### config.mk
export PLATFORM = sky130hd
export DESIGN_NAME = lsuTop
export DESIGN_NICKNAME = d
export VERILOG_FILES = /design/src/logic/lsuPkg.sv /design/src/logic/accessCheck.sv /design/src/logic/busIssue.sv /design/src/logic/loadAlign.sv /design/src/logic/lsuTop.sv
export VERILOG_INCLUDE_DIRS = /design/src /design/src/logic
export SDC_FILE = /design/constraint.sdc
export NUM_CORES = 1
export LEC_CHECK = 0
export BUFFER_PORTS_ARGS = -buffer_cell sky130_fd_sc_hd__buf_4
export CAP_MARGIN = 20
export CELL_PAD_IN_SITES_DETAIL_PLACEMENT = 0
export CELL_PAD_IN_SITES_GLOBAL_PLACEMENT = 1
export CORE_UTILIZATION = 45
export CTS_BUF_LIST = sky130_fd_sc_hd__clkbuf_16
export CTS_CLUSTER_DIAMETER = 150
export DETAILED_ROUTE_END_ITERATION = 6
export HOLD_SLACK_MARGIN = 0.1
export PLACE_DENSITY_LB_ADDON = 0.08
export REMOVE_ABC_BUFFERS = 1
export SLEW_MARGIN = 10
export SYNTH_ARGS = -nofsm -noshare
export SYNTH_HDL_FRONTEND = slang
export SYNTH_SLANG_ARGS = --single-unit
### constraint.sdc
create_clock -name clk -period 7.9 [get_ports clk]
set_input_delay 1.58 -clock clk [delete_from_list [all_inputs] [get_ports clk]]
set_output_delay 1.58 -clock clk [all_outputs]
set_load 0.01 [all_outputs]
### src/logic/lsu_defs.svh
// Sizes fit RV32 with four byte lanes and need a power-of-two queue depth
`ifndef LSU_DEFS_SVH
`define LSU_DEFS_SVH

// Data and address width of the hart
`define LSU_XLEN 32

// Byte lanes in one memory word
`define LSU_BYTES 4

// Memory credits held by the issue stage after reset
`define LSU_BUS_CREDITS 4

// Entries in the in-order pending queue
`define LSU_QUEUE_DEPTH 8

// Queue tag for stores and sc.w whose response carries no load data
// No RV32 load uses this funct3 code
`define LSU_FUNCT3_NODATA 3'b111

`endif

### src/logic/lsuPkg.sv
// Encodings cover plain loads and stores plus LR/SC only as there is no AMO support
package lsuPkg;

  // Operation requested by the CPU
  typedef enum logic [1:0] {
    opLoad             = 2'b00,
    opStore            = 2'b01,
    opLoadReserved     = 2'b10,
    opStoreConditional = 2'b11
  } memOp;

  // Fault reported with a response
  // Only misalignment is checked here
  typedef enum logic [1:0] {
    faultNone            = 2'b00,
    faultLoadMisaligned  = 2'b01,
    faultStoreMisaligned = 2'b10
  } lsuFault;

endpackage

### src/logic/accessCheck.sv
// First stage holds one operation and a single word reservation with no timeout or snooping
`timescale 1ns/1ps
`include "lsu_defs.svh"

module accessCheck (
  input  logic                   clk,
  input  logic                   reset,
  input  logic                   reqValid,
  input  lsuPkg::memOp           reqOp,
  input  logic [2:0]             reqFunct3,
  input  logic [`LSU_XLEN-1:0]   reqAddr,
  input  logic [`LSU_XLEN-1:0]   reqWriteData,
  input  logic                   stageAdvance,
  output logic                   reqReady,
  output logic                   stageValid,
  output lsuPkg::memOp           stageOp,
  output logic [2:0]             stageFunct3,
  output logic [1:0]             stageOffset,
  output logic [`LSU_XLEN-1:2]   stageWordAddr,
  output logic [`LSU_BYTES-1:0]  stageByteEn,
  output logic [`LSU_XLEN-1:0]   stageWriteData,
  output lsuPkg::lsuFault        stageFault,
  output logic                   stageLocal
);
  import lsuPkg::*;

  logic                  take;
  logic                  misaligned;
  logic                  isLoad;
  logic                  resValid;
  logic [`LSU_XLEN-1:2]  resWordAddr;
  logic                  resHit;
  logic                  scFail;
  logic [`LSU_BYTES-1:0] byteEn;
  logic [`LSU_XLEN-1:0]  laneData;
  lsuFault               fault;

  // Register frees up when empty or when its operation moves on this cycle
  assign reqReady = !stageValid || stageAdvance;
  assign take     = reqValid && reqReady;

  assign isLoad = (reqOp == opLoad) || (reqOp == opLoadReserved);

  // Reservation match on the word address
  assign resHit = resValid && (reqAddr[`LSU_XLEN-1:2] == resWordAddr);
  assign scFail = (reqOp == opStoreConditional) && !resHit;

  ////////////////////////////////////////////////////////////////////////////
  // Alignment and lane placement
  ////////////////////////////////////////////////////////////////////////////

  always_comb begin
    case (reqFunct3[1:0])
      // Byte access
      2'b00: begin
        misaligned = 1'b0;
        byteEn     = {{(`LSU_BYTES-1){1'b0}}, 1'b1} << reqAddr[1:0];
        laneData   = {4{reqWriteData[7:0]}};
      end
      // Halfword needs an even address
      2'b01: begin
        misaligned = reqAddr[0];
        byteEn     = {{(`LSU_BYTES-2){1'b0}}, 2'b11} << reqAddr[1:0];
        laneData   = {2{reqWriteData[15:0]}};
      end
      // Word needs both low bits clear
      2'b10: begin
        misaligned = |reqAddr[1:0];
        byteEn     = '1;
        laneData   = reqWriteData;
      end
      // Doubleword has no place on RV32 so always faults
      default: begin
        misaligned = 1'b1;
        byteEn     = '1;
        laneData   = reqWriteData;
      end
    endcase
    if (!misaligned) begin
      fault = faultNone;
    end else if (isLoad) begin
      fault = faultLoadMisaligned;
    end else begin
      fault = faultStoreMisaligned;
    end
  end

  ////////////////////////////////////////////////////////////////////////////
  // Stage register and reservation
  ////////////////////////////////////////////////////////////////////////////

  always_ff @(posedge clk) begin
    if (reset) begin
      stageValid <= 1'b0;
    end else if (take) begin
      stageValid <= 1'b1;
    end else if (stageAdvance) begin
      stageValid <= 1'b0;
    end
  end

  always_ff @(posedge clk) begin
    if (take) begin
      stageOp        <= reqOp;
      stageFunct3    <= reqFunct3;
      stageOffset    <= reqAddr[1:0];
      stageWordAddr  <= reqAddr[`LSU_XLEN-1:2];
      stageByteEn    <= byteEn;
      stageWriteData <= laneData;
      stageFault     <= fault;
      // Faults and failed sc.w never reach memory
      stageLocal     <= misaligned || scFail;
    end
  end

  // Any sc.w drops the reservation, as does a store hitting the reserved word
  always_ff @(posedge clk) begin
    if (reset) begin
      resValid <= 1'b0;
    end else if (take) begin
      if ((reqOp == opLoadReserved) && !misaligned) begin
        resValid <= 1'b1;
      end else if ((reqOp == opStoreConditional) ||
                   ((reqOp == opStore) && !misaligned && resHit)) begin
        resValid <= 1'b0;
      end
    end
  end

  always_ff @(posedge clk) begin
    if (take && (reqOp == opLoadReserved) && !misaligned) begin
      resWordAddr <= reqAddr[`LSU_XLEN-1:2];
    end
  end

endmodule

### src/logic/busIssue.sv
// Issue stage expects the memory to return exactly one credit per request it was sent
`timescale 1ns/1ps
`include "lsu_defs.svh"

module busIssue (
  input  logic                   clk,
  input  logic                   reset,
  input  logic                   stageValid,
  input  lsuPkg::memOp           stageOp,
  input  logic [2:0]             stageFunct3,
  input  logic [1:0]             stageOffset,
  input  logic [`LSU_XLEN-1:2]   stageWordAddr,
  input  logic [`LSU_BYTES-1:0]  stageByteEn,
  input  logic [`LSU_XLEN-1:0]   stageWriteData,
  input  lsuPkg::lsuFault        stageFault,
  input  logic                   stageLocal,
  input  logic                   queueFull,
  input  logic                   memCreditReturn,
  output logic                   stageAdvance,
  output logic                   memReq,
  output logic                   memWrite,
  output logic [`LSU_XLEN-1:0]   memAddr,
  output logic [`LSU_BYTES-1:0]  memByteEn,
  output logic [`LSU_XLEN-1:0]   memWriteData,
  output logic                   enqValid,
  output logic [2:0]             enqFunct3,
  output logic [1:0]             enqOffset,
  output logic                   enqLocal,
  output lsuPkg::lsuFault        enqFault,
  output logic                   enqScFail
);
  import lsuPkg::*;

  localparam int CreditBits = $clog2(`LSU_BUS_CREDITS + 1);

  logic [CreditBits-1:0] creditCount;
  logic                  hasCredit;
  logic                  isLoad;

  assign hasCredit = (creditCount != '0);
  assign isLoad    = (stageOp == opLoad) || (stageOp == opLoadReserved);

  // Move on only with queue room
  // Local entries skip memory so they need no credit
  assign stageAdvance = stageValid && !queueFull && (stageLocal || hasCredit);

  ////////////////////////////////////////////////////////////////////////////
  // Memory request
  ////////////////////////////////////////////////////////////////////////////

  assign memReq       = stageAdvance && !stageLocal;
  assign memWrite     = memReq && !isLoad;
  assign memAddr      = {stageWordAddr, 2'b00};
  assign memByteEn    = stageByteEn;
  assign memWriteData = stageWriteData;

  // Return and issue in the same cycle cancel out
  always_ff @(posedge clk) begin
    if (reset) begin
      creditCount <= CreditBits'(`LSU_BUS_CREDITS);
    end else begin
      creditCount <= creditCount + CreditBits'(memCreditReturn) - CreditBits'(memReq);
    end
  end

  ////////////////////////////////////////////////////////////////////////////
  // Pending queue entry
  ////////////////////////////////////////////////////////////////////////////

  assign enqValid  = stageAdvance;
  // Stores and sc.w carry the no-data tag so their response is zero
  assign enqFunct3 = isLoad ? stageFunct3 : `LSU_FUNCT3_NODATA;
  assign enqOffset = stageOffset;
  assign enqLocal  = stageLocal;
  assign enqFault  = stageFault;
  // A local sc.w without a fault lost its reservation
  assign enqScFail = (stageOp == opStoreConditional) && stageLocal && (stageFault == faultNone);

endmodule

### src/logic/loadAlign.sv
// Memory data must come back in request order and the CPU takes every response at once
`timescale 1ns/1ps
`include "lsu_defs.svh"

module loadAlign (
  input  logic                 clk,
  input  logic                 reset,
  input  logic                 enqValid,
  input  logic [2:0]           enqFunct3,
  input  logic [1:0]           enqOffset,
  input  logic                 enqLocal,
  input  lsuPkg::lsuFault      enqFault,
  input  logic                 enqScFail,
  input  logic                 memRspValid,
  input  logic [`LSU_XLEN-1:0] memRspData,
  output logic                 queueFull,
  output logic                 rspValid,
  output logic [`LSU_XLEN-1:0] rspData,
  output lsuPkg::lsuFault      rspFault
);
  import lsuPkg::*;

  localparam int PtrBits = $clog2(`LSU_QUEUE_DEPTH);

  // Pending entries in program order
  logic [2:0]           qFunct3 [`LSU_QUEUE_DEPTH];
  logic [1:0]           qOffset [`LSU_QUEUE_DEPTH];
  logic                 qLocal  [`LSU_QUEUE_DEPTH];
  lsuFault              qFault  [`LSU_QUEUE_DEPTH];
  logic                 qScFail [`LSU_QUEUE_DEPTH];
  logic [PtrBits-1:0]   headPtr;
  logic [PtrBits-1:0]   tailPtr;
  logic [PtrBits:0]     count;

  // Memory words that arrive while a local entry still holds the head
  logic [`LSU_XLEN-1:0] dataBuf [`LSU_QUEUE_DEPTH];
  logic [PtrBits-1:0]   bufRd;
  logic [PtrBits-1:0]   bufWr;
  logic [PtrBits:0]     bufCount;

  logic                 headValid;
  logic                 headMem;
  logic                 headDone;
  logic                 bufPush;
  logic                 bufPop;
  logic [`LSU_XLEN-1:0] headWord;
  logic [`LSU_XLEN-1:0] laneWord;
  logic [`LSU_XLEN-1:0] loadValue;
  logic [`LSU_XLEN-1:0] respValue;

  assign queueFull = (count == (PtrBits+1)'(`LSU_QUEUE_DEPTH));
  assign headValid = (count != '0);
  assign headMem   = headValid && !qLocal[headPtr];

  // Head finishes when local, or when its memory word is buffered or arriving
  assign headDone = headValid && (qLocal[headPtr] || (bufCount != '0) || memRspValid);
  assign bufPop   = headMem && (bufCount != '0);
  // Bypass the buffer when the head is waiting on this very word
  assign bufPush  = memRspValid && !(headMem && (bufCount == '0));
  assign headWord = (bufCount != '0) ? dataBuf[bufRd] : memRspData;

  ////////////////////////////////////////////////////////////////////////////
  // Lane select and extension
  ////////////////////////////////////////////////////////////////////////////

  always_comb begin
    laneWord = headWord >> {qOffset[headPtr], 3'b000};
    case (qFunct3[headPtr])
      3'b000:  loadValue = {{(`LSU_XLEN-8){laneWord[7]}}, laneWord[7:0]};
      3'b001:  loadValue = {{(`LSU_XLEN-16){laneWord[15]}}, laneWord[15:0]};
      3'b010:  loadValue = laneWord;
      3'b100:  loadValue = {{(`LSU_XLEN-8){1'b0}}, laneWord[7:0]};
      3'b101:  loadValue = {{(`LSU_XLEN-16){1'b0}}, laneWord[15:0]};
      // Stores and sc.w land here
      default: loadValue = '0;
    endcase
    // Faults give zero, a failed sc.w gives one
    if (qLocal[headPtr]) begin
      respValue = {{(`LSU_XLEN-1){1'b0}}, qScFail[headPtr]};
    end else begin
      respValue = loadValue;
    end
  end

  ////////////////////////////////////////////////////////////////////////////
  // Queue and buffer state
  ////////////////////////////////////////////////////////////////////////////

  always_ff @(posedge clk) begin
    if (reset) begin
      headPtr  <= '0;
      tailPtr  <= '0;
      count    <= '0;
      bufRd    <= '0;
      bufWr    <= '0;
      bufCount <= '0;
      rspValid <= 1'b0;
    end else begin
      rspValid <= headDone;
      if (enqValid) tailPtr <= tailPtr + 1'b1;
      if (headDone) headPtr <= headPtr + 1'b1;
      if (enqValid && !headDone) begin
        count <= count + 1'b1;
      end else if (!enqValid && headDone) begin
        count <= count - 1'b1;
      end
      if (bufPush) bufWr <= bufWr + 1'b1;
      if (bufPop) bufRd <= bufRd + 1'b1;
      if (bufPush && !bufPop) begin
        bufCount <= bufCount + 1'b1;
      end else if (!bufPush && bufPop) begin
        bufCount <= bufCount - 1'b1;
      end
    end
  end

  // Entry and data storage
  always_ff @(posedge clk) begin
    if (enqValid) begin
      qFunct3[tailPtr] <= enqFunct3;
      qOffset[tailPtr] <= enqOffset;
      qLocal[tailPtr]  <= enqLocal;
      qFault[tailPtr]  <= enqFault;
      qScFail[tailPtr] <= enqScFail;
    end
    if (bufPush) dataBuf[bufWr] <= memRspData;
  end

  // Response payload
  always_ff @(posedge clk) begin
    if (headDone) begin
      rspData  <= respValue;
      rspFault <= qFault[headPtr];
    end
  end

endmodule

### src/logic/lsuTop.sv
// RV32 load/store unit with no cache or translation whose responses are always accepted
`timescale 1ns/1ps
`include "lsu_defs.svh"

module lsuTop (
  input  logic                   clk,
  input  logic                   reset,
  // CPU request
  input  logic                   reqValid,
  input  lsuPkg::memOp           reqOp,
  input  logic [2:0]             reqFunct3,
  input  logic [`LSU_XLEN-1:0]   reqAddr,
  input  logic [`LSU_XLEN-1:0]   reqWriteData,
  output logic                   reqReady,
  // CPU response
  output logic                   rspValid,
  output logic [`LSU_XLEN-1:0]   rspData,
  output lsuPkg::lsuFault        rspFault,
  // Memory port
  output logic                   memReq,
  output logic                   memWrite,
  output logic [`LSU_XLEN-1:0]   memAddr,
  output logic [`LSU_BYTES-1:0]  memByteEn,
  output logic [`LSU_XLEN-1:0]   memWriteData,
  input  logic                   memCreditReturn,
  input  logic                   memRspValid,
  input  logic [`LSU_XLEN-1:0]   memRspData
);
  import lsuPkg::*;

  // Stage one to stage two
  logic                  stageValid;
  memOp                  stageOp;
  logic [2:0]            stageFunct3;
  logic [1:0]            stageOffset;
  logic [`LSU_XLEN-1:2]  stageWordAddr;
  logic [`LSU_BYTES-1:0] stageByteEn;
  logic [`LSU_XLEN-1:0]  stageWriteData;
  lsuFault               stageFault;
  logic                  stageLocal;
  logic                  stageAdvance;

  // Stage two to stage three
  logic                  enqValid;
  logic [2:0]            enqFunct3;
  logic [1:0]            enqOffset;
  logic                  enqLocal;
  lsuFault               enqFault;
  logic                  enqScFail;
  logic                  queueFull;

  // Alignment, lanes and reservation
  accessCheck accessStage (.*);

  // Credits and memory requests
  busIssue issueStage (.*);

  // In-order completion and load extraction
  loadAlign alignStage (.*);

endmodule

=== After elaboration in Yosys (flattened, before gate mapping) ===
Memory sizes are Yosys's and may differ from the RTL's. A register that Yosys moved wholly into a read port is not among the register bits.
Cells that the tools add are included.

* $add $sub $neg: 10
* Eq/ne operators: 13
* Shift operators: 3
* Multiplexer cells: 30
* Reduce and logical (&&, ||, !) cells: 58

{| class="wikitable"
|+ Operators with widths
! cell !! number
|-
| one-hot mux 32 bit (5 select lines) || 1
|-
| one-hot mux 32 bit (2 select lines) || 1
|-
| two-way mux 3 bit || 11
|-
| two-way mux 32 bit || 1
|-
| >> shifter 32 x 5 -> 32 bit || 1
|-
| equality test 30 bit || 1
|-
| logical AND 1 bit || 23
|-
| two-way mux 4 bit || 4
|-
| adder 3 x 1 -> 3 bit (second input constant) || 4
|-
| logical NOT 1 bit || 12
|-
| equality test 2 bit (second input constant) || 5
|-
| two-way mux 1 bit || 9
|-
| adder 4 x 1 -> 4 bit (second input constant) || 2
|-
| logical NOT 2 bit || 4
|-
| logical OR 1 bit || 8
|-
| one-hot mux 4 bit (2 select lines) || 1
|-
| nonzero test 2 bit || 4
|-
| nonzero test 4 bit || 2
|-
| subtractor 4 x 1 -> 4 bit (second input constant) || 2
|-
| equality test 3 bit (second input constant) || 2
|-
| equality test 2 x 1 -> 1 bit (second input constant) || 2
|-
| equality test 4 bit (second input constant) || 1
|-
| logical NOT 4 bit || 1
|-
| left shift 1 x 2 -> 4 bit (first input constant) || 1
|-
| 11 further kinds || 11
|}

* Register bits after elaboration: 164
* Memory bits (writable): 328
* Output and inout bits: 106
* Word-level logic and storage cells: 141
* Memories: 6

{| class="wikitable"
|+ Memories
! memory !! depth !! bits a word !! read ports !! clocked after Yosys merged registers in !! wr ports !! line !! source
|-
| alignStage.dataBuf || 8 || 32 || 1 || 1 || 1 || loadAlign.sv:36 || <nowiki>logic [`LSU_XLEN-1:0] dataBuf [`LSU_QUEUE_DEPTH];</nowiki>
|-
| alignStage.qFunct3 || 8 || 3 || 1 || 1 || 1 || loadAlign.sv:26 || <nowiki>logic [2:0] qFunct3 [`LSU_QUEUE_DEPTH];</nowiki>
|-
| alignStage.qFault || 8 || 2 || 1 || 1 || 1 || loadAlign.sv:29 || <nowiki>lsuFault qFault [`LSU_QUEUE_DEPTH];</nowiki>
|-
| alignStage.qOffset || 8 || 2 || 1 || 1 || 1 || loadAlign.sv:27 || <nowiki>logic [1:0] qOffset [`LSU_QUEUE_DEPTH];</nowiki>
|-
| alignStage.qLocal || 8 || 1 || 1 || 1 || 1 || loadAlign.sv:28 || <nowiki>logic qLocal [`LSU_QUEUE_DEPTH];</nowiki>
|-
| alignStage.qScFail || 8 || 1 || 1 || 1 || 1 || loadAlign.sv:30 || <nowiki>logic qScFail [`LSU_QUEUE_DEPTH];</nowiki>
|}

=== Longest topological paths before layout ===
* Depth after elaboration: 9
* Gate-level depth with buffers: 14
* Gate-level depth less buffers: 12

=== By module ===
From an unflattened synthesis, not the netlist that was laid out.

* Cells, all modules: 1161
* Area, all modules: 20578.5 um^2

{| class="wikitable"
|+ By module, submodules not included
! module !! times used !! cells each !! area an instance (um^2) !! sequential area each (um^2)
|-
| loadAlign || 1 || 842 || 15721.3 || 11410.9
|-
| accessCheck || 1 || 220 || 4080.2 || 3223.1
|-
| busIssue || 1 || 99 || 777.0 || 60.1
|}

=== Worst setup path before layout ===
No wires, ideal clock.

* Path kind: input to register
* From: input port reqValid
* To: register accessStage.resWordAddr[10] (netlist bit), enable pin
* Arrival: 4936 ps
* Data required time: 7483 ps
* Slack: 2547 ps
* Stages on the path: 3
* Path buffers: 0
* Cells stage by stage: and2_1 -> nand3_1 -> nor2_1

* Longest elaborated chain between the ends: 3

{| class="wikitable"
|+ RTL lines
! item !! line !! source
|-
| start, declared || lsuTop.sv:9 || <nowiki>input logic reqValid,</nowiki>
|-
| logical AND 1 bit || accessCheck.sv:40 || <nowiki>assign take = reqValid && reqReady;</nowiki>
|-
| logical AND 1 bit (2 in series) || accessCheck.sv:131 || <nowiki>if (take && (reqOp == opLoadReserved) && !misaligned) begin</nowiki>
|-
| end signal, assigned || accessCheck.sv:132 || <nowiki>resWordAddr <= reqAddr[`LSU_XLEN-1:2];</nowiki>
|-
| end, declared || accessCheck.sv:31 || <nowiki>logic [`LSU_XLEN-1:2] resWordAddr;</nowiki>
|}

No other way between the ends.
A chain may end at the register's enable or synchronous reset.

==> summary.txt <==
Run status
  • Status: finished, final reports clean

Routing
  • Post-DRT Antenna Nets: 0
  • Drt pass-1 iters: 4
  • Vias per cell: between 5 and 6
  • Post-DR wirelength/cell: 22.0 um
  • WL final: 43.0 mm
  • Residual DRC count: 0
  • Via count: 10500
  • DR iter-0 viols: 570

Clocking
  • Post-CTS setup buffers: 0
  • Worst-skew pair later-pin latency: between 500 and 600 ps
  • CTS tree: built
  • Post_cts resized: 0
  • Root Driver: clkbuf_16
  • Num CTS Buffers: 52
  • CTS Hold Buffers Added: 0
  • Clk sinks: 500
  • Worst-path clk slew: around 60 ps
  • Bufs on Longest Clock Path: 3
  • H-tree levels: 2

Critical path
  • Endpoint class of the critical path: flop
  • CP Class: reg -> reg
  • Reg-to-reg slack, setup: 3860 ps
  • Startpoint Class: flop
  • CP required: between 8000 and 9000 ps
  • Crit path DAT: 4280 ps
  • Crit path max fanout: 23

Die
  • Die Wd: 213 um
  • Core Box Area: 43500 um2
  • Die Area: 45300 um2
  • Initial Util: a little under half
  • Rows: 76
  • Chip Height: 213 um
  • I/O pins: 212

STA
  • Setup TNS: 0 ps
  • Max Clock Skew: 18.4 ps
  • Max-slew violation count: 0
  • RSZ-0062 raised after global routing: false
  • Final setup violation count: 0
  • Fmax: 248 MHz
  • Final Hold Viols: 0
  • Relative slew margins: 31.9%
  • Worst-margin pin slew: 1020 ps
  • Crit path time final: around 4000 ps
  • Final WS setup: 3860 ps
  • Final worst path period share: 51.1%

Layout
  • Layout cells sized above 1: 32.4%
  • Final Instance Area: 24100 um2
  • Antenna Cells: 0
  • Commonest non-fill, non-tap cell in the layout: edfxtp_1
  • Synth-to-Final Area Change: 20.2%
  • Final core occ: 55.4%
  • Most frequent cells in the layout: edfxtp_1, buf_4, mux4_2, mux2i_1, nor2_1
  • Post-layout nets: 1451

Synthesis
  • Number of enable flip-flop cells after synthesis: 468
  • Largest area contributor in the netlist: edfxtp_1
  • #FFs+latches synth: 500
  • Post-Syn Area: roughly 20000 um2
  • Synth cell types: 50
  • Yosys warnings: 0
  • Yosys top cell area share: between 70% and 80%
  • Post-synth ARST share: 0%
  • Main synth FF type: edfxtp_1
  • Syn Inst Count: 1103
  • Syn_area_per_cell: 18.2 um2
  • Seq/Total Area, Yosys: approximately three quarters
  • Area contributors post-synth: edfxtp_1, mux4_2, mux2i_1

Placed design
  • DP Worst Slack: 3530 ps
  • Gpl congestion: 0.733
  • DP Area: 22400 um2
  • IO buf count: 209
  • DP HPWL: 27.9 mm

GRT
  • First-pass GRT wire length: 65.0 mm
  • Total grt overflow: 0
  • Vias in the first global route: 10800
  • GR Util All Layers: 19.6%
  • Largest net degree at the start of global routing: 77
  • Initial antenna violation count: 0

Power and ir drop
  • Peak supply drop: 0.000171 V
  • Power Dens Cells: roughly 320 nW/um2
  • P_leak: about 0.008 uW
  • Total Power: 7680 uW

Run
  • Max Cap Viol: 0

Worst hold path
  • Min-delay worst type: reg -> reg
registers in the layout, summed over array words and instances, names as in the netlist, 8 cells and up, named ones only:
name and count:
alignStage.dataBuf 256, accessStage.stageWriteData 32, alignStage.rspData 32, accessStage.resWordAddr 30, accessStage.stageWordAddr 30, alignStage.qFunct3 24
alignStage.qFault 16, alignStage.qOffset 16, alignStage.qLocal 8, alignStage.qScFail 8
cells in the mapped netlist, types with 7 or more instances:
library cell and instances:
o22ai_1 8, a31oi_1 9, xnor2_1 33, nand2b_1 9, buf_4 7, clkbuf_1 27, ha_1 12, a211oi_1 20
o21ai_0 26, mux4_2 77, a21o_1 7, inv_1 13, nor2_1 69, a31oi_2 9, mux2i_1 66, xor2_1 12
nand4_1 7, buf_2 14, nand2_1 52, o21bai_1 9, edfxtp_1 468, a221oi_1 7, a21oi_1 24, mux2_2 26
dfxtp_1 32
worst max-delay path, stage by stage (launching register included):
cell	delay, ps
dfxtp_1	770
mux4_2	320
mux2i_1	230
a31oi_1	640
nand2_1	380
nor3_2	830
buf_4	510
logic make-up (layout without fill, tap and decap cells):
| kind of cell | after synthesis | count (layout) | synth area share [%] |
|---|---|---|---|
| XOR/XNOR | 45 | 45 | 1.97 |
| other | 1 | 2 | 0.0187 |
| multiplexers | 170 | 170 | 13.5 |
| AND/OR/NAND/NOR | 174 | 174 | 3.95 |
| AO/OA/AOI/OAI | 127 | 127 | 4.43 |
| adder cells (fa/ha/maj) | 15 | 15 | 1.05 |
| flip-flops | 500 | 500 | 73.4 |
| buffers and inverters | 71 | 336 | 1.70 |
final timing paths:
kind	cells after the start	startpoint	endpoint
max	6	flop	alignStage.dataBuf[1][21]$_DFFE_PP_
min	2	alignStage.tailPtr[0]$_SDFFE_PP0P_	alignStage.tailPtr[0]$_SDFFE_PP0P_
max reg2reg	6	flop	alignStage.dataBuf[1][21]$_DFFE_PP_
min reg2reg	2	alignStage.tailPtr[0]$_SDFFE_PP0P_	alignStage.tailPtr[0]$_SDFFE_PP0P_
report_power, final:
part,leakage (uW),switching (uW),internal [uW]
combinational,0.00271,1100,785
sequential,0.00459,152,3240
clock,0.000840,989,1410
through the flow:
step | instances | hold WS (ps)
after floorplan | 1046 | 456
after global routing | 1954 | 517
after global placement | 1856 | 477
after CTS | 1954 | 492
final | 1954 | 490
after detailed placement | 1861 | 483
per-layer routing:
| layer | wire [um] | track usage, % |
|---|---|---|
| met5 | 0 | 0 |
| met4 | 734 | 5.38 |
| met1 | 19700 | 28.2 |
| met3 | 2410 | 3.91 |
| met2 | 20100 | 30.4 |
final cells by class:
type,count,area (um2)
clock buffers,53,1330
inverters,13,48.8
repair buffers,230,1820
flip-flops and latches,500,14700
well taps,585,732
clock inverters,40,349
multi-input cells,533,5090
fillers,3460,19400
Power figures use the tool's default switching activity.
